## src/rtl/ddr4_bridge_pkg.sv

```systemverilog
`default_nettype none

package ddr4_bridge_pkg;

    // ------------------------------
    // tile side
    typedef logic [31:0]  mem_addr_t;
    typedef logic [127:0] mem_data_t;
    typedef logic [15:0]  mem_bsel_t;
    typedef logic [31:0]  req_size_t;

    // ------------------------------
    // DDR4 user interface
    // app_addr[2:0] are ignored by the controller and always driven zero
    typedef logic [27:0]  app_addr_t;
    typedef logic [511:0] app_data_t;
    // a set mask bit keeps the byte unchanged
    typedef logic [63:0]  app_mask_t;

    // 64-byte lines
    localparam int LINE_SHIFT = 6;

    typedef enum logic [2:0] {
        APP_CMD_WRITE = 3'd0,
        APP_CMD_READ  = 3'd1
    } app_cmd_e;

    // ------------------------------
    // request FIFO entries
    typedef struct packed {
        mem_bsel_t bsel;
        mem_addr_t addr;
        mem_data_t data;
    } wr_req_t;

    typedef struct packed {
        mem_addr_t addr;
        req_size_t size;
    } rd_req_t;

    // read command from the sequencer
    typedef struct packed {
        logic      en;
        app_cmd_e  cmd;
        app_addr_t addr;
    } app_cmd_t;

    typedef enum logic [2:0] {
        RD_IDLE   = 3'd0,
        RD_ISSUE  = 3'd1,
        RD_WAIT   = 3'd2,
        RD_DRAIN  = 3'd3,
        RD_FINISH = 3'd4
    } rd_state_e;

endpackage

`default_nettype wire
```

## src/rtl/read_sequencer.sv

```systemverilog
`timescale 1ns/100ps
`default_nettype none

module read_sequencer (
    input  wire                             mem_clk_i,
    input  wire                             mem_reset_n_i,
    input  wire  ddr4_bridge_pkg::rd_req_t  rd_head_i,
    input  wire                             rd_empty_i,
    input  wire                             rd_cmd_accept_i,
    input  wire                             data_avail_i,
    output logic                            rd_pop_o,
    output ddr4_bridge_pkg::app_cmd_t       rd_cmd_o,
    output logic                            rd_issuing_o,
    output logic                            burst_done_o,
    output ddr4_bridge_pkg::rd_state_e      state_o
);

    import ddr4_bridge_pkg::*;

    localparam int LINE_BYTES = 1 << LINE_SHIFT;
    localparam int APP_LINE_W = $bits(app_addr_t) - 3;

    rd_state_e state_q;
    rd_state_e state_d;
    mem_addr_t line_addr_q;
    mem_addr_t line_addr_d;
    req_size_t rem_bytes_q;
    req_size_t rem_bytes_d;
    req_size_t burst_bytes;

    // size plus the start offset in the first line, so that the
    // line count is this value rounded up to whole lines
    assign burst_bytes = rd_head_i.size + req_size_t'(rd_head_i.addr[LINE_SHIFT-1:0]);

    // ------------------------------
    // next state
    always_comb begin
        state_d      = state_q;
        line_addr_d  = line_addr_q;
        rem_bytes_d  = rem_bytes_q;
        rd_pop_o     = 1'b0;
        burst_done_o = 1'b0;

        case (state_q)
            RD_IDLE: begin
                if (!rd_empty_i) begin
                    line_addr_d = rd_head_i.addr & ~mem_addr_t'(LINE_BYTES - 1);
                    rem_bytes_d = burst_bytes;
                    state_d     = RD_ISSUE;
                end
            end

            // one line read per accepted command
            RD_ISSUE: begin
                if (rd_cmd_accept_i) begin
                    line_addr_d = line_addr_q + mem_addr_t'(LINE_BYTES);
                    if (rem_bytes_q > req_size_t'(LINE_BYTES)) begin
                        rem_bytes_d = rem_bytes_q - req_size_t'(LINE_BYTES);
                    end else begin
                        rem_bytes_d = '0;
                        state_d     = RD_WAIT;
                    end
                end
            end

            // first line has not arrived yet
            RD_WAIT: begin
                if (data_avail_i) begin
                    state_d = RD_DRAIN;
                end
            end

            // requester fetches until it drops mem_access
            RD_DRAIN: begin
                if (!data_avail_i) begin
                    rd_pop_o = 1'b1;
                    state_d  = RD_FINISH;
                end
            end

            RD_FINISH: begin
                burst_done_o = 1'b1;
                state_d      = RD_IDLE;
            end

            default: begin
                state_d = RD_IDLE;
            end
        endcase
    end

    always_ff @(posedge mem_clk_i or negedge mem_reset_n_i) begin
        if (!mem_reset_n_i) begin
            state_q     <= RD_IDLE;
            line_addr_q <= '0;
            rem_bytes_q <= '0;
        end else begin
            state_q     <= state_d;
            line_addr_q <= line_addr_d;
            rem_bytes_q <= rem_bytes_d;
        end
    end

    assign rd_issuing_o = (state_q == RD_ISSUE);
    assign state_o      = state_q;
    assign rd_cmd_o     = '{
        en:   rd_issuing_o,
        cmd:  APP_CMD_READ,
        addr: {line_addr_q[LINE_SHIFT +: APP_LINE_W], 3'b000}
    };

endmodule

`default_nettype wire

```

## config.mk

```make
export PLATFORM = sky130hd
export DESIGN_NAME = read_sequencer
export DESIGN_NICKNAME = d
export VERILOG_FILES = /design/src/rtl/ddr4_bridge_pkg.sv /design/src/rtl/read_sequencer.sv
export SDC_FILE = /design/constraint.sdc
export NUM_CORES = 1
export LEC_CHECK = 0
export BUFFER_PORTS_ARGS = -buffer_cell sky130_fd_sc_hd__buf_2
export CORE_MARGIN = 4
export CORE_UTILIZATION = 50
export CTS_BUF_LIST = sky130_fd_sc_hd__clkbuf_16
export DETAILED_ROUTE_END_ITERATION = 6
export PLACE_DENSITY = 0.78
export SYNTH_ARGS = -nofsm -noshare
export SYNTH_HDL_FRONTEND = slang
export SYNTH_SLANG_ARGS = --single-unit
```

## constraint.sdc

```tcl
create_clock -name mem_clk_i -period 3.61 [get_ports mem_clk_i]
set_clock_uncertainty 0.2 [all_clocks]
set_input_delay 0.5415 -clock mem_clk_i [delete_from_list [all_inputs] [get_ports mem_clk_i]]
set_output_delay 0.5415 -clock mem_clk_i [all_outputs]
set_load 0.02 [all_outputs]
```

[Yosys cells after proc, flatten, opt, wreduce, memory -nomap -nowiden]
Cells that the tools add are included.
Storage, ports and cells
  register bits: 67
  input port bits: 69
Cells by class
  muxes and demuxes: 16
  order comparisons: 1
  $add $sub $neg: 3
  reduce and logical (&&, ||, !) cells: 4
  eq/ne operators: 9
Operators by type and width (number)
  32-bit 2-to-1 mux: 5
  32-bit case mux with 2 select lines: 2
  32-bit by 6-bit adder with 32-bit output: 1
  32-bit by 7-bit adder with 32-bit output, second input constant: 1
  32-bit by 7-bit greater-than comparator with 1-bit output, second input constant: 1
  32-bit by 7-bit subtractor with 32-bit output, second input constant: 1
  3-bit 2-to-1 mux: 5
  3-bit case mux with 4 select lines: 1
  2-bit inequality test, second input constant: 5
  3-bit by 2-bit == test with 1-bit output, second input constant: 2
  5-bit AND reduction: 1
  3-bit by 1-bit == test with 1-bit output, second input constant: 1
  3-bit == test, second input constant: 1
  3-bit logical NOT: 1
  1-bit 2-to-1 mux: 3
  3-bit AND reduction: 1
  2-bit nonzero test: 1

[Depth between registers and ports, before layout]
  depth in word-level cells: 4
  mapped depth: 9

[Worst setup path after synthesis]
Ideal clock, no wire load.
  path type: flip-flop to flip-flop
  start point: register rem_bytes_q[12]
  end point: register rem_bytes_q[29]
  arrival: 2.437 ns
  library setup time: 0.136 ns
  data required time: 3.274 ns
  stages on the path, launching flop included: 8
  path buffers: 1
  setup slack: 0.837 ns
  clock period less this slack: 2.773 ns
  path through: dfrtp_1 -> or4_4 -> or3_1 -> clkbuf_2 -> or4_4 -> or3_1 -> xor2_1 -> o22ai_2
On the way
  word-level cells in the longest chain between the ends: 4
  elaborated cells between the ends (all ways): 5
  classes of those cells: add/sub (1); order compare (1); mux (3)
RTL lines
  from (decl): line read_sequencer.sv:27  | req_size_t rem_bytes_q;
  from (signal assigned): line read_sequencer.sv:100  | rem_bytes_q <= rem_bytes_d;
  32-bit by 7-bit subtractor with 32-bit output or 32-bit by 7-bit greater-than comparator with 1-bit output (tied branches): line read_sequencer.sv:58, read_sequencer.sv:57
  32-bit 2-to-1 mux (*): line read_sequencer.sv:57  | if (rem_bytes_q > req_size_t'(LINE_BYTES)) begin
  32-bit 2-to-1 mux (*): line read_sequencer.sv:55  | if (rd_cmd_accept_i) begin
  32-bit case mux with 2 select lines (*): line read_sequencer.sv:44  | case (state_q)
Mark *: on every way between the ends. The rest lies on a longest branch, timed or not. The select of a mux whose other input is x is not followed.
A chain may end at the register's enable or synchronous reset.

[Worst setup path in the final report]
  start point: register rem_bytes_q[26]
  end point: register rem_bytes_q[28]
The elaborated chain is that of the path after synthesis.

==> impl_results.md <==
- Seq pwr share: 30.6%
- CTS resizes: 0
- Number of global-route vias before repair: 4196
- Top cells by area, synth: dfrtp_1, a21oi_1, nor2_1, o21ai_0, xor2_1
- Synth Register Bits: 60
- Comb power frac: 48.3%
- FMAX: 0.328 GHz
- Ys flop type: dfrtp_1
- Dpl hpwl: 8780 um
- DR iter-0 viols: 236
- CTS Hold Bufs: 0
- Drt first pass iters: 5
- Largest net degree at the start of global routing: 43
- Critical path endpoint category: flop
- Final design utilization: 62.8%
- Share of cells above drive strength 1: 21.4%
- Routed vias: 4469
- Initial core utilization: 51.5%
- Final slew viol count: 0
- Endpoints failing setup: 0
- Routed Antenna Nets: 0
- Required @ worst endpoint: 3.60 ns
- Critical path arrival: 3.04 ns
- Initial antenna violation count: 0
- Status: finished clean
- Clock-pin slew on the worst setup and hold paths: 0.05 ns
- Worst r2r src: rem_bytes_q[26]
- Pwr dens: 813 mW/mm^2
- Critical-path maximum fanout: 13
- Leakage power: 2.21 nW
- Io pins: 107
- Final #Nets: 705
- Setup Crit Path Kind: reg -> reg
- IO Port Bufs: 99
- Setup_tns: 0 ns
- DR WL/cell: 16.1 um
- CTS tree: built
- Vias per cell: 6.07
- Register area share after synthesis: 35.5%
- # Post-CTS Setup Buffers: 0
- Worst-Skew Late Latency: 0.32 ns
- Clock network fraction of total power: 21.0%
- CORE AREA: 0.00822 mm^2
- Post-synth EDFFs: 0
- Avg Inst Size Synth: 8.04 um^2
- Final worst path period need: 3.05 ns
- Total grt overflow: 0
- CP startpoint kind: flop
- Top-count cell post-synth: a21oi_1
- Post-Syn Instances: 526
- Die ar.: 0.0100 mm^2
- Synth top area share: 35.5%
- Max VDD drop: 303 uV
- Async set or reset register ratio after synthesis: 100%
- Sw Pwr: 0.00188 W
- Worst Max-Slew Pin Slew: 0.790 ns
- Die width: 100 um
- Worst rel slew slack: 47.4%
- Period utilization: 84.5%
- Post-synth top cells: a21oi_1, dfrtp_1, nor2_1
- Setup crit start: rem_bytes_q[26]
- Final hold violation count: 0
- Int Pwr: 0.00231 W
- Longest Clk Path Bufs: 2
- Hold WC Path Type: in -> async
- Top cell type by total area after synthesis: dfrtp_1
- Gr usage total: 24.0%
- Wirelength, routed: 11900 um
- Sw frac: 44.9%
- Post-synth design cell area: 0.00423 mm^2
- Cell variety after synth: 57
- CTS Buf Count: 9
- Filler instances: 737
- First-pass GRT wire length: 19500 um
- H-tree levels: 3
- DRC viols: 0
- Die height: 100 um
- Area grow syn2layout: 21.9%
- Max-cap violation count: 0
- CTS root buf: clkbuf_16
- Yosys warning total: 0
- Diodes inserted: 0
- # rows: 33
- RSZ-0062 raised after global routing: false
- CTS sink cnt: 60
- Gpl congestion: 0.870
-- cell usage in the layout (no fill, tap or decap), types with 3 or more instances in the layout --
cell	synthesis	final
o32a_1	7	7
clkbuf_16	0	9
nand4_1	11	11
nand2_1	46	46
o211ai_1	3	3
conb_1	2	6
a21oi_1	62	62
nor3_1	11	11
xor2_1	20	20
o22ai_1	17	17
or4_1	3	3
a22oi_1	4	4
dfrtp_1	60	60
ha_1	9	9
buf_2	0	99
and4_1	4	4
xnor2_1	17	17
clkinv_2	0	3
a21o_1	3	3
and3_1	9	9
o32ai_1	7	7
buf_4	7	14
and2_1	5	5
a2111oi_0	4	4
nor4b_1	4	4
a211oi_1	7	7
inv_1	16	17
nor4_1	11	11
nor2_1	55	55
or3_1	5	5
o21ai_0	36	35
nand3_1	25	25
-- worst max-delay path, stage by stage (launching register included) --
cell	delay, ns
dfrtp_1	0.40
or3_1	0.41
nor4bb_1	0.60
a31o_2	0.43
and2_1	0.54
buf_4	0.24
o211ai_1	0.10
-- cell type report --
cell class                 count  area [um^2]  share of cell area [%]
clock inverter                 7         82.6                    1.60
sequential                    60         1500                    29.1
clock buffer                   9          225                    4.37
tap                          105          131                    2.55
timing repair buffer         113          601                    11.6
multi-input combinational    426         2560                    49.6
inverter                      16         60.1                    1.16
-- power by group through the flow --
stage / clock network [W] / registers (W) / logic, W
final: 0.000882 / 0.00128 / 0.00203
after global placement: 0 / 0.00126 / 0.00195
after CTS: 0.000897 / 0.00127 / 0.00202
after global routing: 0.000932 / 0.00133 / 0.00225
after detailed placement: 0 / 0.00128 / 0.00201
after floorplan: 0 / 0.00137 / 0.00130
-- metrics by stage --
step	instance area [um^2]	worst slack, ns	power, W	cells	hold WS (ns)
6_report	5160	0.559	0.00419	736	0.0982
5_1_grt	5160	0.429	0.00451	736	0.160
4_1_cts	5160	0.570	0.00419	736	0.121
3_5_place_dp	4850	0.468	0.00329	720	0.272
3_3_place_gp	4850	0.605	0.00321	720	0.263
2_1_floorplan	4250	0.837	0.00267	530	0.0459
-- logic make-up after synthesis --
kind of cell / count (synthesis) / synth area share [%]
AND/OR/NAND/NOR: 201 / 23.7
adder cells (fa/ha/maj): 10 / 3.13
buffers and inverters: 44 / 4.55
flip-flops: 60 / 35.5
AO/OA/AOI/OAI: 172 / 25.3
other: 2 / 0.177
XOR/XNOR: 37 / 7.66
-- final timing paths --
check | end | slack, ns | cells past startpoint
worst max-delay path | rem_bytes_q[28] | 0.56 | 6
worst min-delay path | line_addr_q[9] | 0.1 | 1
worst max register to register | rem_bytes_q[28] | 0.56 | 6
worst min register to register | rem_bytes_q[1] | 0.29 | 2
max in group asynchronous | rem_bytes_q[21] | 2.39 | 2
min in group mem_clk_i | state_o[2] | 0.25 | 2
-- flip-flops by register name (all words and copies together) (netlist names) --
register	cells
state_o	3
line_addr_q	25
rem_bytes_q	32
-- routing by layer --
layer | GRT usage (%) | routed length, um
met4 | 11.9 | 300
met5 | 0 | 0
met3 | 3.47 | 930
met1 | 32.0 | 5210
met2 | 38.2 | 5430
(Power assumes the default switching activity.)
