==> src/rtl/req_fifo.sv <==
`timescale 1ns/100ps
`default_nettype none

module req_fifo #(
    parameter int WIDTH           = 8,
    parameter int FIFO_DEPTH_LOG2 = 2
) (
    input  wire               mem_clk_i,
    input  wire               mem_reset_n_i,
    input  wire               push_i,
    input  wire               pop_i,
    input  wire  [WIDTH-1:0]  wdata_i,
    output logic [WIDTH-1:0]  rdata_o,
    output logic              full_o,
    output logic              empty_o
);

    localparam int DEPTH = 2 ** FIFO_DEPTH_LOG2;

    logic [WIDTH-1:0] entries [DEPTH];

    // one extra bit tells full from empty when the indices match
    logic [FIFO_DEPTH_LOG2:0] wr_ptr;
    logic [FIFO_DEPTH_LOG2:0] rd_ptr;

    logic do_push;
    logic do_pop;

    assign do_push = push_i && !full_o;
    assign do_pop  = pop_i && !empty_o;

    always_ff @(posedge mem_clk_i) begin
        if (do_push) begin
            entries[wr_ptr[FIFO_DEPTH_LOG2-1:0]] <= wdata_i;
        end
    end

    always_ff @(posedge mem_clk_i or negedge mem_reset_n_i) begin
        if (!mem_reset_n_i) begin
            wr_ptr <= '0;
            rd_ptr <= '0;
        end else begin
            if (do_push) begin
                wr_ptr <= wr_ptr + 1'b1;
            end
            if (do_pop) begin
                rd_ptr <= rd_ptr + 1'b1;
            end
        end
    end

    // head comes straight from the array
    assign rdata_o = entries[rd_ptr[FIFO_DEPTH_LOG2-1:0]];
    assign empty_o = (wr_ptr == rd_ptr);
    assign full_o  = (wr_ptr[FIFO_DEPTH_LOG2] != rd_ptr[FIFO_DEPTH_LOG2]) &&
                     (wr_ptr[FIFO_DEPTH_LOG2-1:0] == rd_ptr[FIFO_DEPTH_LOG2-1:0]);

endmodule

`default_nettype wire

==> config.mk <==
export PLATFORM = sky130hd
export DESIGN_NAME = req_fifo
export DESIGN_NICKNAME = d
export VERILOG_FILES = /design/src/rtl/req_fifo.sv
export SDC_FILE = /design/constraint.sdc
export NUM_CORES = 1
export LEC_CHECK = 0
export ABC_AREA = 1
export BUFFER_PORTS_ARGS = -buffer_cell sky130_fd_sc_hd__buf_2
export CAP_MARGIN = 20
export CORE_AREA = 3 3 57 59
export CTS_CLUSTER_SIZE = 20
export DETAILED_ROUTE_END_ITERATION = 12
export DIE_AREA = 0 0 60 62
export PLACE_DENSITY_LB_ADDON = 0.05
export SKIP_LAST_GASP = 1
export SYNTH_ARGS = -nofsm -noshare
export SYNTH_HDL_FRONTEND = slang
export SYNTH_SLANG_ARGS = --single-unit
export TNS_END_PERCENT = 100
==> constraint.sdc <==
create_clock -name mem_clk_i -period 3.8 [get_ports mem_clk_i]
set_input_delay 0.38 -clock mem_clk_i [delete_from_list [all_inputs] [get_ports mem_clk_i]]
set_output_delay 0.38 -clock mem_clk_i [all_outputs]
set_load 0.02 [all_outputs]
== Yosys cells after proc, flatten, opt, wreduce, memory -nomap -nowiden ==
Memory sizes are Yosys's and may differ from the RTL's.
Cells that the tools add are included.
Storage, ports and cells
  output and inout port bits: 10
  memories kept: 1
  RAM bits: 32
  register bits: 6
Cells by class
  add/subtract/negate cells: 2
  muxes and demuxes: 2
  reductions and logical operators: 5
  equal/unequal tests: 3
Memories
  entries: depth 4, width 8, rd ports 1, clocked after Yosys merged registers in 0, wr ports 1, RTL line 20  | logic [WIDTH-1:0] entries [DEPTH];
Operators by type and width (count)
  adder 3 x 1 -> 3 bit (second input constant): 2
  == test 3 bit: 1
  logical AND 1 bit: 3
  == test 2 bit: 1
  logical NOT 1 bit: 2
  2-to-1 mux 1 bit: 2
  inequality test 1 bit: 1

== Longest topological paths before layout ==
Gate-level depths: netlist (run 1).
  depth in word-level cells: 6
  mapped depth: 8
  depth with buffers taken out: 7

== Least setup slack after synthesis (run 1) ==
Ideal clock, no wire load.
  kind: register to register
  start: reg rd_ptr[0]
  end: mem entries[0][0] (enable)
  path slack: 2.231 ns
  required time: 3.429 ns
  buffers on the path: 1
  clock period less this slack: 1.569 ns
  arrival time: 1.198 ns
  cell stages (with the launch flop): 7
  cell sequence: dfrtp_1 > buf_6 > nand2_1 > nand2_4 > nand3_4 > nand2_4 > nor2_1
On the way
  longest elaborated chain between the ends: 6
RTL lines
  start, declared: RTL line 24  | logic [FIFO_DEPTH_LOG2:0] rd_ptr;
  start signal, assigned: RTL line 47  | rd_ptr <= rd_ptr + 1'b1;
  == test 2 bit: RTL line 56  | (wr_ptr[FIFO_DEPTH_LOG2-1:0] == rd_ptr[FIFO_DEPTH_LOG2-1:0]);
  logical AND 1 bit: RTL line 55  | assign full_o = (wr_ptr[FIFO_DEPTH_LOG2] != rd_ptr[FIFO_DEPTH_LOG2]) &&
  logical NOT 1 bit: RTL line 29  | assign do_push = push_i && !full_o;
  logical AND 1 bit: RTL line 29
  2-to-1 mux 1 bit: RTL line 33  | if (do_push) begin
  2-to-1 mux 1 bit (implied by the code): RTL line 34  | entries[wr_ptr[FIFO_DEPTH_LOG2-1:0]] <= wdata_i;
  end, declared: RTL line 20
No other way between the ends.

== Final worst setup path (run 1) ==
  start: reg rd_ptr[0]
  end: mem entries[1][5] (enable)
The elaborated chain is that of the path after synthesis.

==> out/results.ini, run 1 <==
[status]
status = finished, final reports clean

[sta]
setup_viol = 0
finalMaxSlewViolations = 0
fin_crit_ns = 2.20
tightest_slew_ns = 0.699
fin_setup_tns_ns = 0
relSlewSlack_pct = 53.2
finalWorstSetupSlack_ns = 1.60
timing.fmax_mhz = 454
finClkSkew_ns = 0.00891
final_hold_viol_count = 0
period_share_pct = 57.9
grt_setup_unrepaired = false

[power_and_ir_drop]
p_leak_uw = 0.000768
pwr-share-clk_pct = 13.6
p_total_uw = 1450
internal_power_uw = 835
sequentialPowerShare_pct = 45.2
peakVddDrop_v = 0.000529
powerDensity_nw_per_um2 = 792
combPwrFrac_pct = 41.2
switching_share_pct = 42.4
p_switching_uw = 615

[worst_setup_path]
cp.arrival_ns = 2.18
crit_top_cell = nand2_4
worstPathRequired_ns = 3.78
slowest_delay_ns = 0.75
path_cells = inv_4, nand2_2, nand2_4, nand3_4, nand2_4, nor2_1
slowest_stage = dfrtp_1
cp_top_family = simple AND/OR/NAND/NOR gates
worst-setup-path-type = reg -> reg
crit_path_start_kind = flip-flop
cp_max_fo = 20
cp_num_buf_inv = 1
worstSetupEndpointType = flip-flop

[placement]
dp_slack_ns = 1.62
io_buffers = 21
gp_congestion = 0.831
hpwl_mm = 2.11

[min_path]
min_path_type = in -> reg

[cts]
cts_setup_buffers = 0
clock-root-buffer = clkbuf_4
htree_levels = 2
cts_tree = yes
clockBufferDepth = 2
clock_latency_ns = 0.35
cts-buffers-inserted = 5
cts.clk_slew.worst_paths_ns = 0.11
cts_sinks = 38

[grt]
grt_max_degree = 21
grt-ovfl-total = 0
first_global_vias = 960
grt_first_pass_wirelength_mm = 4.62
track_usage_pct = 18.7
antenna_found_initial = 0

[die]
initial_core_util_pct = 59.8
ioPinCount = 22
core_area_um2 = 2760
fp.dieArea_um2 = 3720
die_w_um = 60
die_h_um = 62
rows = 19

[finish]
area_growth_pct = 11.0
finish.utilization_pct = 66.4
layout-drive-gt1-share_pct = 22.0
nets = 180
diodes = 0
nFillCells = 225

[synthesis]
synth_most_common_cell = edfxtp_1
yosysTopAreaCell = edfxtp_1
ys_warn_count = 0
syn_inst = 138
ys_seq_area_share_pct = 67.4
synth.area.top_cells = edfxtp_1, dfrtp_1, nand2_1
yosysUniqueCellTypes = 19
ys_ff_latch = 38
ys_top_cells_by_count = edfxtp_1, nand2_1, nor2_1
async_reset_ff_share_pct = 15.8
syn_area_per_cell_um2 = 11.9
ys.flop_type = edfxtp_1
synth_top_area_share_pct = 58.3
synth-edff-count = 32
syn_area_um2 = 1650
syn_nets = 155

[route]
via_per_inst = 5.41
drt_iter0_drc = 26
wire_per_inst_um = 15.0
vias = 1054
wirelength_mm = 2.92
drc = 0
first_pass_iters = 4
antenna_left = 0

[flow_run]
maxCapViolCount = 0

## state kept, by name, summed over array words and instances, names as in the netlist
| register | cells |
|---|---|
| entries | 32 |
| rd_ptr | 3 |
| wr_ptr | 3 |
## metrics by stage
step / cells / area (um2) / hold slack [ns]
2_1_floorplan: 138 / 1650 / 0.0844
4_1_cts: 195 / 1830 / 0.244
3_3_place_gp: 186 / 1770 / 0.212
6_report: 195 / 1830 / 0.250
3_5_place_dp: 186 / 1770 / 0.213
5_1_grt: 195 / 1830 / 0.242
## path summary, 6_finish.rpt
check	from	depth (start not counted)	end	slack (ns)
min in group asynchronous	mem_reset_n_i	2	wr_ptr[1]$_DFFE_PN0P_	0.38
hold reg to reg	wr_ptr[2]$_DFFE_PN0P_	2	wr_ptr[2]$_DFFE_PN0P_	0.55
max in group asynchronous	mem_reset_n_i	2	rd_ptr[0]$_DFFE_PN0P_	3.26
setup reg to reg	rd_ptr[0]$_DFFE_PN0P_	6	entries[1][5]$_DFFE_PP_	1.60
hold / removal	wdata_i[1]	1	entries[2][1]$_DFFE_PP_	0.25
setup / recovery	rd_ptr[0]$_DFFE_PN0P_	6	entries[1][5]$_DFFE_PP_	1.60
## per-layer routing
layer / track usage, % / wire, um / up-vias
met5: 0 / 0 / -
met3: 4.55 / 161 / 8
met1: 26.2 / 1420 / 481
li1: - / - / 527
met2: 25.8 / 1260 / 38
met4: 13.0 / 74 / 0
## power groups by stage
stage,Sequential (uW),Clock (uW),Combinational [uW]
final,655,197,598
after global routing,668,217,682
after global placement,662,0,590
after floorplan,612,0,499
after CTS,655,201,608
after detailed placement,665,0,604
## final cells by class
type                       instances  area [um2]  area share, %
clock buffer                       5        37.5           2.05
clock inverter                     3        16.3          0.889
inverter                          13        51.3           2.80
multi-input combinational         83         460           25.2
sequential                        38        1110           60.7
tap                               31        38.8           2.12
timing repair buffer              22         115           6.29
## repair_timing
item / CTS / global route
hold buffers: 1 / 0
endpoints found under the hold margin: 6 / 0
gates resized for setup: 0 / 0
## worst reg2reg max path: stages (launching register included)
cell     delay, ns
dfrtp_1       0.75
inv_4         0.19
nand2_2       0.12
nand2_4       0.06
nand3_4       0.11
nand2_4       0.07
nor2_1        0.54
## cells in the final DEF (no fill, tap or decap), drive strengths merged, types with 2 or more instances in the layout
| cell type | synthesis | final |
|---|---|---|
| buf | 4 | 21 |
| clkbuf | 0 | 5 |
| clkinv | 0 | 2 |
| dfrtp | 6 | 6 |
| edfxtp | 32 | 32 |
| ha | 5 | 5 |
| inv | 13 | 13 |
| nand2 | 25 | 25 |
| nand3 | 8 | 8 |
| nor2 | 19 | 19 |
| o21ai | 16 | 16 |
| o22ai | 8 | 8 |
## kinds of logic after synthesis
logic type               count (synthesis)  share of synthesized area, %
AND/OR/NAND/NOR                         52                          14.7
flip-flops                              38                          67.4
AO/OA/AOI/OAI                           24                          7.89
buffers and inverters                   17                          4.70
adder cells (fa/ha/maj)                  5                          3.79
XOR/XNOR                                 2                          1.52
Power figures use the tool's default switching activity.
==> run 2, diff against run 1 <==
--- a/config.mk
+++ b/config.mk
@@ -8,10 +8,10 @@
 export ABC_AREA = 1
 export BUFFER_PORTS_ARGS = -buffer_cell sky130_fd_sc_hd__buf_2
 export CAP_MARGIN = 20
-export CORE_AREA = 3 3 57 59
+export CORE_AREA = 3 3 59 61
 export CTS_CLUSTER_SIZE = 20
 export DETAILED_ROUTE_END_ITERATION = 12
-export DIE_AREA = 0 0 60 62
+export DIE_AREA = 0 0 62 64
 export PLACE_DENSITY_LB_ADDON = 0.05
 export SKIP_LAST_GASP = 1
 export SYNTH_ARGS = -nofsm -noshare
==> constraint.sdc (replaced) <==
create_clock -name mem_clk_i -period 2.2 [get_ports mem_clk_i]
set_input_delay 0.22 -clock mem_clk_i [delete_from_list [all_inputs] [get_ports mem_clk_i]]
set_output_delay 0.22 -clock mem_clk_i [all_outputs]
set_load 0.02 [all_outputs]
==> run 2 against run 1 <==
Effect of this change: count of clock-buffer cells in the layout unchanged; worst hold slack worse by 0.15 ns; register-to-register slack worse by 1.2 ns; clock skew up 0.0010 ns; largest cell class unchanged; first-iteration DRC count rose to 2.6 times the previous value; global-route usage down 0.32 points; cell area up 2.7%; core utilization down 4.3 points; setup slack worse by 1.3 ns; via count up 2.1%.
==> out/results.ini, run 2 (synthesis gave the netlist of run 1 again) <==
[route]
wire_per_inst_um = 15.2
wirelength_mm = 3.17
drc = 0
antenna_left = 0
first_pass_iters = 4
vias = 1076
drt_iter0_drc = 68
via_per_inst = 5.15

[cts]
cts_sinks = 38
clockBufferDepth = 2
cts-buffers-inserted = 5
cts_setup_buffers = 0
cts-resized-gates = 0
clock-root-buffer = clkbuf_4
cts_tree = yes
cts.clk_slew.worst_paths_ns = 0.11
htree_levels = 2
clock_latency_ns = 0.34

[worst_setup_path]
worst-setup-path-type = reg -> out
slowest_delay_ns = 0.54
rr_worst_depth = 4
r2r_start = rd_ptr[1]$_DFFE_PN0P_
cp_top_family = flip-flops
worstSetupEndpointType = output pin
slowest_stage = dfrtp_1
crit_path_start_kind = flip-flop
reg2reg_to = entries[2][4]$_DFFE_PP_
reg2reg_slack_ns = 0.36
cp_max_fo = 12
cp_num_buf_inv = 2
worstPathRequired_ns = 1.98
path_cells = inv_1, o21ai_0, o22ai_1, buf_2
cp.arrival_ns = 1.65

[power_and_ir_drop]
p_total_uw = 2650
p_leak_uw = 0.000788
powerDensity_nw_per_um2 = 1410
peakVddDrop_v = 0.000774

[sta]
final_hold_viol_count = 0
timing.fmax_mhz = 536
fin_setup_tns_ns = 0
relSlewSlack_pct = 55.4
grt_setup_unrepaired = false
fin_crit_ns = 1.87
finalMaxSlewViolations = 0
tightest_slew_ns = 0.666
finClkSkew_ns = 0.00994
setup_viol = 0
period_share_pct = 84.8

[finish]
largest_register_ffs = 32
layout-drive-gt1-share_pct = 22.4
layout_commonest_cell = edfxtp_1
final_cell_mix = edfxtp_1, nand2_1, buf_2
nets = 182
area_growth_pct = 14.0
post_layout_nonfiller_instances = 209
diodes = 0

[placement]
io_buffers = 21
placed_cells = 201
gp_congestion = 0.776
hpwl_mm = 2.25

[die]
fp.dieArea_um2 = 3970
initial_core_util_pct = 54.5
core_area_um2 = 3030
ioPinCount = 22
die_h_um = 64
rows = 20
die_w_um = 62

[flow_run]
maxCapViolCount = 0

[grt]
first_global_vias = 1017
track_usage_pct = 18.4
grt_max_degree = 19
grt-ovfl-total = 0
grt_first_pass_wirelength_mm = 5.16
antenna_found_initial = 0

[min_path]
min_delay_path_depth = 1
min_path_type = in -> reg
min_to = entries[3][3]$_DFFE_PP_
hp-start = wdata_i[3]

[status]
status = finished, final reports clean

-- run 2: worst max-delay path by stage --
stage	start	endpoint	slack, ns	depth (start not counted)
6_report	rd_ptr[1]$_DFFE_PN0P_	rdata_o[5]	0.33	4
5_1_grt	rd_ptr[1]$_DFFE_PN0P_	rdata_o[5]	0.21	4
4_1_cts	rd_ptr[1]$_DFFE_PN0P_	entries[2][4]$_DFFE_PP_	0.33	4
3_5_place_dp	rd_ptr[1]$_DFFE_PN0P_	entries[2][5]$_DFFE_PP_	0.35	4
3_3_place_gp	rd_ptr[1]$_DFFE_PN0P_	entries[2][3]$_DFFE_PP_	0.44	4
2_1_floorplan	rd_ptr[0]$_DFFE_PN0P_	entries[0][0]$_DFFE_PP_	0.63	6
-- run 2: routing by layer --
metal,vias to the layer above,GRT usage [%],wire length [um]
li1,532,-,-
met1,491,31.0,1530
met2,49,23.1,1310
met3,4,4.24,294
met4,0,5.57,33
met5,-,0,0
-- run 2: area by class of cell --
class	count	area (um2)
clock inverters	2	33.8
fillers	247	1150
clock buffers	5	37.5
repair buffers	24	130
well taps	44	55.1
inverters	13	51.3
flip-flops and latches	38	1110
multi-input cells	83	460
-- run 2: worst reg2reg max path, stage by stage (launching register included) --
cell	delay, ns
dfrtp_1	0.54
xnor2_2	0.24
nand3_4	0.12
nand2_4	0.07
nor2_1	0.51
-- run 2: metrics by stage --
stage | utilization (%) | worst slack [ns] | hold WS (ns) | cell area [um2]
after global routing | 62.1 | 0.207 | 0.0988 | 1880
after detailed placement | 59.4 | 0.354 | 0.0601 | 1800
final | 62.1 | 0.334 | 0.100 | 1880
after floorplan | - | 0.631 | -0.0756 | 1650
after global placement | 59.4 | 0.438 | 0.0588 | 1800
after CTS | 62.1 | 0.334 | 0.0940 | 1880
-- run 2: where the power goes --
| group | switching, uW | internal [uW] | leakage, uW |
|---|---|---|---|
| logic | 736 | 371 | 0.000382 |
| clock network | 215 | 230 | 0.0000387 |
| registers | 129 | 972 | 0.000367 |
-- run 2: timing repair --
action                                  CTS  global route
endpoints found under the setup margin    0             0
hold buffers                              1             0
hold endpoints to repair                  6             0
