File: src/rtl/ddr4_bridge_pkg.sv
`default_nettype none

package ddr4_bridge_pkg;

    // ------------------------------
    // tile side
    typedef logic [31:0]  mem_addr_t;
    typedef logic [127:0] mem_data_t;
    typedef logic [15:0]  mem_bsel_t;
    typedef logic [31:0]  req_size_t;

    // ------------------------------
    // DDR4 user interface
    // app_addr[2:0] are ignored by the controller and always driven zero
    typedef logic [27:0]  app_addr_t;
    typedef logic [511:0] app_data_t;
    // a set mask bit keeps the byte unchanged
    typedef logic [63:0]  app_mask_t;

    // 64-byte lines
    localparam int LINE_SHIFT = 6;

    typedef enum logic [2:0] {
        APP_CMD_WRITE = 3'd0,
        APP_CMD_READ  = 3'd1
    } app_cmd_e;

    // ------------------------------
    // request FIFO entries
    typedef struct packed {
        mem_bsel_t bsel;
        mem_addr_t addr;
        mem_data_t data;
    } wr_req_t;

    typedef struct packed {
        mem_addr_t addr;
        req_size_t size;
    } rd_req_t;

    // read command from the sequencer
    typedef struct packed {
        logic      en;
        app_cmd_e  cmd;
        app_addr_t addr;
    } app_cmd_t;

    typedef enum logic [2:0] {
        RD_IDLE   = 3'd0,
        RD_ISSUE  = 3'd1,
        RD_WAIT   = 3'd2,
        RD_DRAIN  = 3'd3,
        RD_FINISH = 3'd4
    } rd_state_e;

endpackage

`default_nettype wire
File: src/rtl/app_cmd_arbiter.sv
`timescale 1ns/100ps
`default_nettype none

module app_cmd_arbiter (
    input  wire  ddr4_bridge_pkg::wr_req_t  wr_head_i,
    input  wire                             wr_empty_i,
    input  wire  ddr4_bridge_pkg::app_cmd_t rd_cmd_i,
    input  wire                             rd_issuing_i,
    input  wire                             app_rdy_i,
    input  wire                             app_wdf_rdy_i,
    output logic                            wr_pop_o,
    output logic                            rd_cmd_accept_o,
    output ddr4_bridge_pkg::app_addr_t      app_addr_o,
    output ddr4_bridge_pkg::app_cmd_e       app_cmd_o,
    output logic                            app_en_o,
    output ddr4_bridge_pkg::app_data_t      app_wdf_data_o,
    output ddr4_bridge_pkg::app_mask_t      app_wdf_mask_o,
    output logic                            app_wdf_end_o,
    output logic                            app_wdf_wren_o
);

    import ddr4_bridge_pkg::*;

    localparam int LANE_W     = $bits(mem_data_t);
    localparam int LANE_BYTES = $bits(mem_bsel_t);
    localparam int LANE_SEL_W = $clog2($bits(app_data_t) / LANE_W);
    localparam int APP_LINE_W = $bits(app_addr_t) - 3;

    logic [LANE_SEL_W-1:0] lane;
    logic                  wr_go;

    // 128-bit lane within the 64-byte line
    assign lane = wr_head_i.addr[LINE_SHIFT-1 -: LANE_SEL_W];

    // writes only go out while no read burst owns the command bus
    assign wr_go           = !wr_empty_i && app_rdy_i && app_wdf_rdy_i && !rd_issuing_i;
    assign wr_pop_o        = wr_go;
    assign rd_cmd_accept_o = rd_issuing_i && rd_cmd_i.en && app_rdy_i;

    assign app_wdf_wren_o = wr_go;
    assign app_wdf_end_o  = wr_go;

    // ------------------------------
    // write data and mask placement
    always_comb begin
        app_wdf_data_o = '0;
        app_wdf_mask_o = '1;
        app_wdf_data_o[lane*LANE_W +: LANE_W]         = wr_head_i.data;
        app_wdf_mask_o[lane*LANE_BYTES +: LANE_BYTES] = ~wr_head_i.bsel;
    end

    // ------------------------------
    // command mux
    always_comb begin
        if (rd_issuing_i) begin
            app_en_o   = rd_cmd_accept_o;
            app_cmd_o  = rd_cmd_i.cmd;
            app_addr_o = rd_cmd_i.addr;
        end else begin
            app_en_o   = wr_go;
            app_cmd_o  = APP_CMD_WRITE;
            app_addr_o = {wr_head_i.addr[LINE_SHIFT +: APP_LINE_W], 3'b000};
        end
    end

endmodule

`default_nettype wire

File: config.mk
export PLATFORM = sky130hd
export DESIGN_NAME = app_cmd_arbiter
export DESIGN_NICKNAME = d
export VERILOG_FILES = /design/src/rtl/ddr4_bridge_pkg.sv /design/src/rtl/app_cmd_arbiter.sv
export SDC_FILE = /design/constraint.sdc
export NUM_CORES = 1
export LEC_CHECK = 0
export ABC_AREA = 1
export BUFFER_PORTS_ARGS = -buffer_cell sky130_fd_sc_hd__clkbuf_2
export CAP_MARGIN = 10
export CORE_AREA = 2 2 317 319
export DETAILED_ROUTE_END_ITERATION = 10
export DIE_AREA = 0 0 319 321
export GPL_ROUTABILITY_DRIVEN = 0
export MAX_ROUTING_LAYER = met4
export PLACE_DENSITY = 0.35
export SLEW_MARGIN = 20
export SYNTH_ARGS = -nofsm -noshare
export SYNTH_HDL_FRONTEND = slang
export SYNTH_SLANG_ARGS = --single-unit
export TNS_END_PERCENT = 100
File: constraint.sdc
create_clock -name vclk -period 3.4
set_input_delay 0.68 -clock vclk [all_inputs]
set_output_delay 0.68 -clock vclk [all_outputs]
set_load 0.01 [all_outputs]
[Yosys cells after proc, flatten, opt, wreduce, memory -nomap -nowiden]
Index checks and enable logic that the tools add are counted.
Word-level totals
  flip-flop bits (word level): 0
  bits in latches: 0
  memory bits (writable): 0
  memory bits (read-only): 0
  input bits: 212
  output and inout bits: 612
  word-level logic and storage cells: 20
  memories: 0
Cells by class
  $add $sub $neg: 2
  $mul: 0
  divide/modulo/power cells: 0
  $lt $le $gt $ge: 0
  equal/unequal tests: 0
  shifts and indexed selects: 4
  multiplexer cells: 3
  bitwise gates (word level): 4
  reduce and logical (&&, ||, !) cells: 7
Operators by type and width (number)
  AND 512 bit: 1
  variable shift 128 x 34 -> 512 bit (first input constant): 1
  indexed part select 128 x 34 -> 512 bit: 1
  NOT 64 bit: 1
  bitwise OR 64 bit: 1
  variable shift 16 x 34 -> 64 bit (first input constant): 1
  indexed part select 16 x 34 -> 64 bit: 1
  negator 6 -> 34 bit: 1
  negator 9 -> 34 bit: 1
  two-way mux 28 bit: 1
  NOT 16 bit: 1
  logical AND 1 bit: 5
  two-way mux 3 bit: 1
  zero test 1 bit: 2
  two-way mux 1 bit: 1

[Logic depth before layout (Yosys ltp)]
Gate-level depths: netlist of the first run.
  depth in word-level cells: 5
  depth in mapped cells: 9
  gate-level depth less buffers: 6

[Worst setup path before layout of the first run]
Ideal clock, no wire load.
  kind: input to output
  from: input wr_head_i[132] (netlist name)
  to: output app_wdf_data_o[108]
  data arrival time: 2.039 ns
  required time: 2.720 ns
  slack: 0.681 ns
  stages: 9
  path buffers: 4
  cell sequence: buf_6 inv_2 ha_1 buf_4 nor2_8 inv_2 buf_2 buf_4 nor3_2
On the way
  cells in the longest elaborated chain, start to end: 3
  elaborated cells between the ends (all ways): 4
  classes of those cells: add/sub (1); shift (2); bitwise (1)
RTL lines
  from (decl): RTL line app_cmd_arbiter.sv:5  | input wire ddr4_bridge_pkg::wr_req_t wr_head_i,
  negator 9 -> 34 bit (*): RTL line app_cmd_arbiter.sv:48  | app_wdf_data_o[lane*LANE_W +: LANE_W] = wr_head_i.data;
  indexed part select 128 x 34 -> 512 bit or variable shift 128 x 34 -> 512 bit (tied branches): RTL line app_cmd_arbiter.sv:48
  AND 512 bit (no line) (*)
  to (decl): RTL line app_cmd_arbiter.sv:16  | output ddr4_bridge_pkg::app_data_t app_wdf_data_o,
Every way passes the cells marked *; elsewhere a longest branch is shown, timed or not.

[Final worst setup path of the first run]
  from: input wr_head_i[132] (netlist name)
  to: output app_wdf_data_o[256]
Same word-level chain as after synthesis.

==> results of run 1 <==
==> where the power goes <==
group / switching [uW] / internal, uW
Combinational: 843 / 383
Sequential: 0 / 0
Clock: 0 / 0.000198
==> synth_stat cells (all sizes together) <==
cell	number	share of area
nand2	279	0.16
nor2	278	0.17
nor3	256	0.39
inv	158	0.093
buf	116	0.11
nand3	67	0.053
clkbuf	10	0.0059
ha	5	0.0098
clkinv	1	0.00059
o21ai	1	0.00079
==> per-stage QoR <==
stage,utilization,hold WS (ns)
final,0.123,1.64
after global placement,0.123,1.64
after global routing,0.123,1.66
after detailed placement,0.123,1.64
after CTS,0.123,1.64
after floorplan,-,1.46
==> logic make-up after synthesis <==
family / count (synthesis)
fa+ha+maj: 5
compound gates: 1
buf+inv: 285
simple gates: 880
==> per-layer routing <==
layer	up-vias	GRT usage
li1	5108	-
met1	5047	0.145
met2	567	0.189
met3	73	0.0113
met4	0	0.0220
met5	-	-
==> critical path: stages <==
cell	delay (ns)
buf_6	0.16
inv_2	0.11
ha_1	0.29
buf_4	0.20
nand2_4	0.10
buf_12	0.17
nor3_1	0.47
clkbuf_2	0.23
==> layout make-up <==
class,count,area [um^2]
fill,11900,87100
multi-input combinational,886,5080
timing repair buffer,889,4860
tap,1298,1620
inverter,159,612
antenna,5,12.5
==> path summary, 6_finish.rpt <==
path	cells past startpoint	endpoint
hold / removal	4	app_addr_o[25]
setup / recovery	8	app_wdf_data_o[256]
==> cell usage in the layout (no fill, tap or decap) <==
cell	instances
nor2_2	2
nor2_1	273
buf_4	52
nand3_4	2
buf_12	18
nand2_4	2
nand2_2	2
diode_2	5
nand2_1	275
nor3_1	16
inv_1	153
nor3_2	240
inv_2	3
clkinv_1	1
o21ai_0	1
buf_6	1
ha_2	1
ha_1	4
nand3_1	65
clkbuf_2	818
inv_8	2
nor2_8	3
==> flow_summary.html, run 1 <==
<table>
<tr><th>Metric</th><th>Value</th></tr>
<tr><th colspan="2">Critical path</th></tr>
<tr><td>Critical path arrival</td><td>around 2.5 ns</td></tr>
<tr><td>Critical path required time</td><td>2.72 ns</td></tr>
<tr><td>Setup crit start kind</td><td>primary input</td></tr>
<tr><td>Kind of end point of the critical path</td><td>primary output</td></tr>
<tr><td>Critical path launch point</td><td>wr_head_i[132]</td></tr>
<tr><td>Maximum fanout encountered on the critical timing path</td><td>42</td></tr>
<tr><td>CP Class</td><td>primary input to primary output</td></tr>
<tr><th colspan="2">Synthesis</th></tr>
<tr><td>Total number of yosys warnings</td><td>0</td></tr>
<tr><td>Share of synthesized area occupied by flip-flops and latches</td><td>0</td></tr>
<tr><td>Fraction of the mapped netlist area in compound gates</td><td>0.000788</td></tr>
<tr><td>Area of the mapped netlist</td><td>roughly 6400 um^2</td></tr>
<tr><td>Xor/xnor share of the synthesized area</td><td>0</td></tr>
<tr><td>Syn Inst Count</td><td>~1.2k</td></tr>
<tr><td>Share of synthesized area spent on multiplexers</td><td>0</td></tr>
<tr><td>Per-instance average area after synthesis</td><td>5.43 um^2</td></tr>
<tr><td>Syn_nets</td><td>between 1k and 1.5k</td></tr>
<tr><td>Synthesized-area fraction occupied by adder cells</td><td>0.00985</td></tr>
<tr><td>Count of unique library cells instantiated by Yosys</td><td>17</td></tr>
<tr><td>Largest family of logic cells by synthesized area</td><td>simple AND/OR/NAND/NOR gates</td></tr>
<tr><td>Simple-gate portion of the synthesized area</td><td>0.781</td></tr>
<tr><th colspan="2">STA</th></tr>
<tr><td>Smallest setup slack after layout</td><td>~0.19 ns</td></tr>
<tr><td>Final min period</td><td>roughly 3.2 ns</td></tr>
<tr><td>Headroom to the max-slew limit</td><td>0.495</td></tr>
<tr><td>Hold Violations, Final</td><td>0</td></tr>
<tr><td>Worst-margin pin slew</td><td>roughly 0.75 ns</td></tr>
<tr><td>Final count of pins violating max slew</td><td>0</td></tr>
<tr><td>Final count of negative-setup-slack endpoints</td><td>0</td></tr>
<tr><td>Unrepaired setup endpoints after global routing</td><td>false</td></tr>
<tr><td>Share of the clock period used by the worst path</td><td>0.944</td></tr>
<tr><td>Maximum operating frequency</td><td>about 0.31 GHz</td></tr>
<tr><td>Sum of negative setup slack</td><td>0 ns</td></tr>
<tr><th colspan="2">Final layout</th></tr>
<tr><td>Count of sequential standard cells</td><td>0</td></tr>
<tr><td>Sequential cell area</td><td>0 um^2</td></tr>
<tr><td>Final layout net count</td><td>about 2.2k</td></tr>
<tr><td>Non-filler cells, final</td><td>about 3.2k</td></tr>
<tr><td>Clock buffer count in the final layout</td><td>0</td></tr>
<tr><td>Post-route standard cell area excluding fillers</td><td>12,200 um^2</td></tr>
<tr><td>Share of cells above drive strength 1</td><td>0.593</td></tr>
<tr><td>Layout Area Growth over Synthesis</td><td>91.7%</td></tr>
<tr><th colspan="2">Routing</th></tr>
<tr><td>Top sig layer</td><td>met4</td></tr>
<tr><td>Sum of routed wire length over all layers</td><td>between 60,000 and 70,000 um</td></tr>
<tr><td>Number of violations reported at the end of detailed-routing iteration 0</td><td>around 460</td></tr>
<tr><td>Routed length on met2</td><td>just under 30,000 um</td></tr>
<tr><td>Vias</td><td>10.8k</td></tr>
<tr><td>Detailed-route wire length per cell</td><td>between 15 and 20 um</td></tr>
<tr><td>Length of the first detailed-routing pass in iterations</td><td>5</td></tr>
<tr><td>Via density per instance</td><td>3.33</td></tr>
<tr><td>Metal-1 WL</td><td>between 20,000 and 30,000 um</td></tr>
<tr><td>Wire length on met3</td><td>3070 um</td></tr>
<tr><td>Antenna-violating nets left</td><td>0</td></tr>
<tr><td>Count of unresolved DRC violations after routing</td><td>0</td></tr>
<tr><th colspan="2">Floorplan</th></tr>
<tr><td>Area of the core region</td><td>between 90,000 and 100,000 um^2</td></tr>
<tr><td>Total number of placement rows</td><td>116</td></tr>
<tr><td>DIE HEIGHT</td><td>about 320 um</td></tr>
<tr><td>Horizontal extent of the die</td><td>~320 um</td></tr>
<tr><td>Initial Utilization</td><td>0.0640</td></tr>
<tr><td>Number of placed I/O pins</td><td>approximately 820</td></tr>
<tr><td>DIE AREA</td><td>slightly above 100,000 um^2</td></tr>
<tr><th colspan="2">Place</th></tr>
<tr><td>Count of buffers inserted at the top-level ports</td><td>~800</td></tr>
<tr><td>Placed Instance Area</td><td>between 10,000 and 15,000 um^2</td></tr>
<tr><td>Number of placed instances, taps included</td><td>roughly 3.2k</td></tr>
<tr><td>Worst slack, placed</td><td>slightly above 0.2 ns</td></tr>
<tr><td>DP Wirelength</td><td>52,700 um</td></tr>
<tr><th colspan="2">Power and ir drop</th></tr>
<tr><td>Peak ir drop on the vdd network</td><td>a little over 0.05 mV</td></tr>
<tr><td>Total power after layout</td><td>around 1200 uW</td></tr>
<tr><td>Leakage power figure</td><td>0.00624 uW</td></tr>
<tr><td>Power per cell area</td><td>101 nW/um^2</td></tr>
<tr><th colspan="2">Global route</th></tr>
<tr><td>Number of antenna violations at the first check in global routing</td><td>23</td></tr>
<tr><td>Total Routing Usage GR</td><td>0.112</td></tr>
<tr><td>Grt ovf</td><td>0</td></tr>
<tr><td>First-pass GRT wire length</td><td>around 80,000 um</td></tr>
<tr><td>Largest net degree at the start of global routing</td><td>67</td></tr>
<tr><td>Number of global-route vias before repair</td><td>approximately 10k</td></tr>
<tr><th colspan="2">Min path</th></tr>
<tr><td>Start point of the worst hold path</td><td>wr_head_i[156]</td></tr>
<tr><td>Tightest Hold Check Type</td><td>primary input to primary output</td></tr>
<tr><th colspan="2">Run status</th></tr>
<tr><td>Run status</td><td>completed</td></tr>
<tr><th colspan="2">Clock tree</th></tr>
<tr><td>Cts hold-fix bufs</td><td>0</td></tr>
<tr><td>Post-cts resize count</td><td>0</td></tr>
<tr><td>Post CTS Setup Buffer Count</td><td>0</td></tr>
<tr><th colspan="2">Run</th></tr>
<tr><td>Count of maximum capacitance violations</td><td>0</td></tr>
</table>
(Power assumes the default switching activity.)
==> inputs of run 2 (changes only) <==
--- a/config.mk
+++ b/config.mk
@@ -6,7 +6,7 @@
 export NUM_CORES = 1
 export LEC_CHECK = 0
 export ABC_AREA = 1
-export BUFFER_PORTS_ARGS = -buffer_cell sky130_fd_sc_hd__clkbuf_2
+export BUFFER_PORTS_ARGS = -buffer_cell sky130_fd_sc_hd__buf_2
 export CAP_MARGIN = 10
 export CORE_AREA = 2 2 317 319
 export DETAILED_ROUTE_END_ITERATION = 10
==> flow_summary.html, run 2 (same netlist as run 1, synthesis figures left out) <==
<table>
<tr><th>Metric</th><th>Value</th></tr>
<tr><th colspan="2">STA</th></tr>
<tr><td>Share of the clock period used by the worst path</td><td>0.946 (+0.00208)</td></tr>
<tr><td>Final min period</td><td>3.22 ns (+0.00708 ns)</td></tr>
<tr><td>Hold Violations, Final</td><td>0 (unchanged)</td></tr>
<tr><td>Unrepaired setup endpoints after global routing</td><td>false</td></tr>
<tr><td>Final count of pins violating max slew</td><td>0 (unchanged)</td></tr>
<tr><td>Sum of negative setup slack</td><td>0 ns (unchanged)</td></tr>
<tr><td>Tightest hold margin</td><td>1.63 ns (-0.00560 ns)</td></tr>
<tr><td>Final count of negative-setup-slack endpoints</td><td>0 (unchanged)</td></tr>
<tr><td>Headroom to the max-slew limit</td><td>0.486 (-0.00917)</td></tr>
<tr><td>Maximum operating frequency</td><td>0.311 GHz (-0.22%)</td></tr>
<tr><td>Worst-margin pin slew</td><td>0.767 ns (+0.0137 ns)</td></tr>
<tr><th colspan="2">Run status</th></tr>
<tr><td>Run status</td><td>completed</td></tr>
<tr><th colspan="2">Critical path</th></tr>
<tr><td>Critical-path cell list</td><td>buf_6 -&gt; inv_2 -&gt; ha_2 -&gt; nand2_4 -&gt; buf_12 -&gt; nor3_1 -&gt; buf_2</td></tr>
<tr><td>Setup crit start kind</td><td>primary input</td></tr>
<tr><td>Maximum fanout encountered on the critical timing path</td><td>66 (+57%)</td></tr>
<tr><td>CP Class</td><td>primary input to primary output</td></tr>
<tr><td>Critical path arrival</td><td>2.54 ns (about the same)</td></tr>
<tr><td>Critical path required time</td><td>2.72 ns (about the same)</td></tr>
<tr><td>Cell family with most CP delay</td><td>buffers and inverters</td></tr>
<tr><td>Worst path slowest cell</td><td>nor3_1</td></tr>
<tr><td>Delay of the slowest cell on the worst path</td><td>0.51 ns (+0.04 ns)</td></tr>
<tr><td>CP Buf/Inv Count</td><td>4 (-1)</td></tr>
<tr><td>Kind of end point of the critical path</td><td>primary output</td></tr>
<tr><th colspan="2">Routing</th></tr>
<tr><td>Vias</td><td>10.8k (+0.20%)</td></tr>
<tr><td>Sum of routed wire length over all layers</td><td>60,900 um (+0.59%)</td></tr>
<tr><td>Number of violations reported at the end of detailed-routing iteration 0</td><td>462 (-0.43%)</td></tr>
<tr><td>Length of the first detailed-routing pass in iterations</td><td>5 (unchanged)</td></tr>
<tr><td>Detailed-route wire length per cell</td><td>18.8 um (+0.28%)</td></tr>
<tr><td>Count of unresolved DRC violations after routing</td><td>0 (unchanged)</td></tr>
<tr><td>Via density per instance</td><td>3.33 (-0.10%)</td></tr>
<tr><td>Antenna-violating nets left</td><td>0 (unchanged)</td></tr>
<tr><th colspan="2">Final layout</th></tr>
<tr><td>Final layout net count</td><td>2,154 (+0.046%)</td></tr>
<tr><td>Non-filler cells, final</td><td>3,247 (+0.31%)</td></tr>
<tr><td>Count of sequential standard cells</td><td>0 (unchanged)</td></tr>
<tr><td>Layout Area Growth over Synthesis</td><td>91.4%</td></tr>
<tr><td>Share of cells above drive strength 1</td><td>0.593 (about the same)</td></tr>
<tr><td>Sequential cell area</td><td>0 um^2 (unchanged)</td></tr>
<tr><td>Commonest non-fill, non-tap cell in the layout</td><td>buf_2</td></tr>
<tr><td>Clock buffer count in the final layout</td><td>0 (unchanged)</td></tr>
<tr><td>Leading cell types in the layout, fill and taps excluded</td><td>buf_2 (818), nand2_1 (275), nor2_1 (273), nor3_2 (240), inv_1 (153)</td></tr>
<tr><th colspan="2">Clock tree</th></tr>
<tr><td>Post-cts resize count</td><td>0 (unchanged)</td></tr>
<tr><td>Post CTS Setup Buffer Count</td><td>0 (unchanged)</td></tr>
<tr><td>Cts hold-fix bufs</td><td>0 (unchanged)</td></tr>
<tr><th colspan="2">Global route</th></tr>
<tr><td>Total Routing Usage GR</td><td>0.112 (-0.000152)</td></tr>
<tr><td>Number of antenna violations at the first check in global routing</td><td>42 (+83%)</td></tr>
<tr><td>First-pass GRT wire length</td><td>80,400 um (-0.81%)</td></tr>
<tr><td>Number of global-route vias before repair</td><td>10.4k (+1.4%)</td></tr>
<tr><td>Largest net degree at the start of global routing</td><td>67 (unchanged)</td></tr>
<tr><td>Grt ovf</td><td>0 (unchanged)</td></tr>
<tr><th colspan="2">Power and ir drop</th></tr>
<tr><td>Peak ir drop on the vdd network</td><td>0.0580 mV (+13%)</td></tr>
<tr><td>Power per cell area</td><td>99.8 nW/um^2 (-0.83%)</td></tr>
<tr><td>Leakage power figure</td><td>0.00659 uW (+5.7%)</td></tr>
<tr><th colspan="2">Run</th></tr>
<tr><td>Count of maximum capacitance violations</td><td>0 (unchanged)</td></tr>
<tr><th colspan="2">Place</th></tr>
<tr><td>Number of placed instances, taps included</td><td>3,233 (+0.031%)</td></tr>
<tr><td>Count of buffers inserted at the top-level ports</td><td>819 (unchanged)</td></tr>
<tr><td>DP Wirelength</td><td>52,800 um (+0.16%)</td></tr>
<tr><th colspan="2">Floorplan</th></tr>
<tr><td>Number of placed I/O pins</td><td>824 (unchanged)</td></tr>
<tr><td>DIE AREA</td><td>102,000 um^2 (unchanged)</td></tr>
<tr><td>Initial Utilization</td><td>0.0640 (unchanged)</td></tr>
<tr><td>DIE HEIGHT</td><td>321 um (unchanged)</td></tr>
<tr><td>Horizontal extent of the die</td><td>319 um (unchanged)</td></tr>
<tr><td>Total number of placement rows</td><td>116 (unchanged)</td></tr>
<tr><td>Area of the core region</td><td>99,300 um^2 (unchanged)</td></tr>
<tr><th colspan="2">Min path</th></tr>
<tr><td>Tightest Hold Check Type</td><td>primary input to primary output</td></tr>
</table>
==> run 2: layout make-up <==
| class | instances | area [um^2] |
|---|---|---|
| Tap cell | 1298 | 1620 |
| Multi-Input combinational cell | 886 | 5080 |
| Timing Repair Buffer | 890 | 4810 |
| Inverter | 159 | 612 |
| Antenna cell | 14 | 35.0 |
| Fill cell | 11900 | 87100 |
==> run 2: tightest hold or removal path, stage by stage <==
cell     delay, ns
buf_2         0.07
nand2_1       0.04
nand2_1       0.04
buf_2         0.12
==> run 2: metrics by stage <==
step / total power [uW] / cell area [um^2] / worst slack [ns] / utilization
2_1_floorplan: 629 / 6350 / 0.681 / -
3_3_place_gp: 1240 / 12100 / 0.206 / 0.122
3_5_place_dp: 1230 / 12100 / 0.206 / 0.122
4_1_cts: 1230 / 12100 / 0.207 / 0.122
5_1_grt: 1320 / 12200 / 0.0974 / 0.122
6_report: 1210 / 12200 / 0.183 / 0.123
==> run 2: per-layer routing <==
layer	vias up	GRT usage	wire length, um
met2	642	0.190	29100
met4	0	0.0314	1970
li1	5116	-	-
met5	-	-	0
met3	100	0.0241	4130
met1	4959	0.133	25700
==> run 2: path summary, 6_finish.rpt <==
check                 depth (start not counted)           start                 to  slack, ns
worst max-delay path                          7  wr_head_i[132]  app_wdf_data_o[6]       0.18
worst min-delay path                          4  wr_head_i[136]      app_addr_o[5]       1.63
==> run 2: power by group <==
group	total (uW)	internal [uW]	leakage, uW	switching [uW]
combinational	1210	382	0.00659	832
sequential	0	0	0	0
clock	0.000559	0.000559	0.0000000887	0
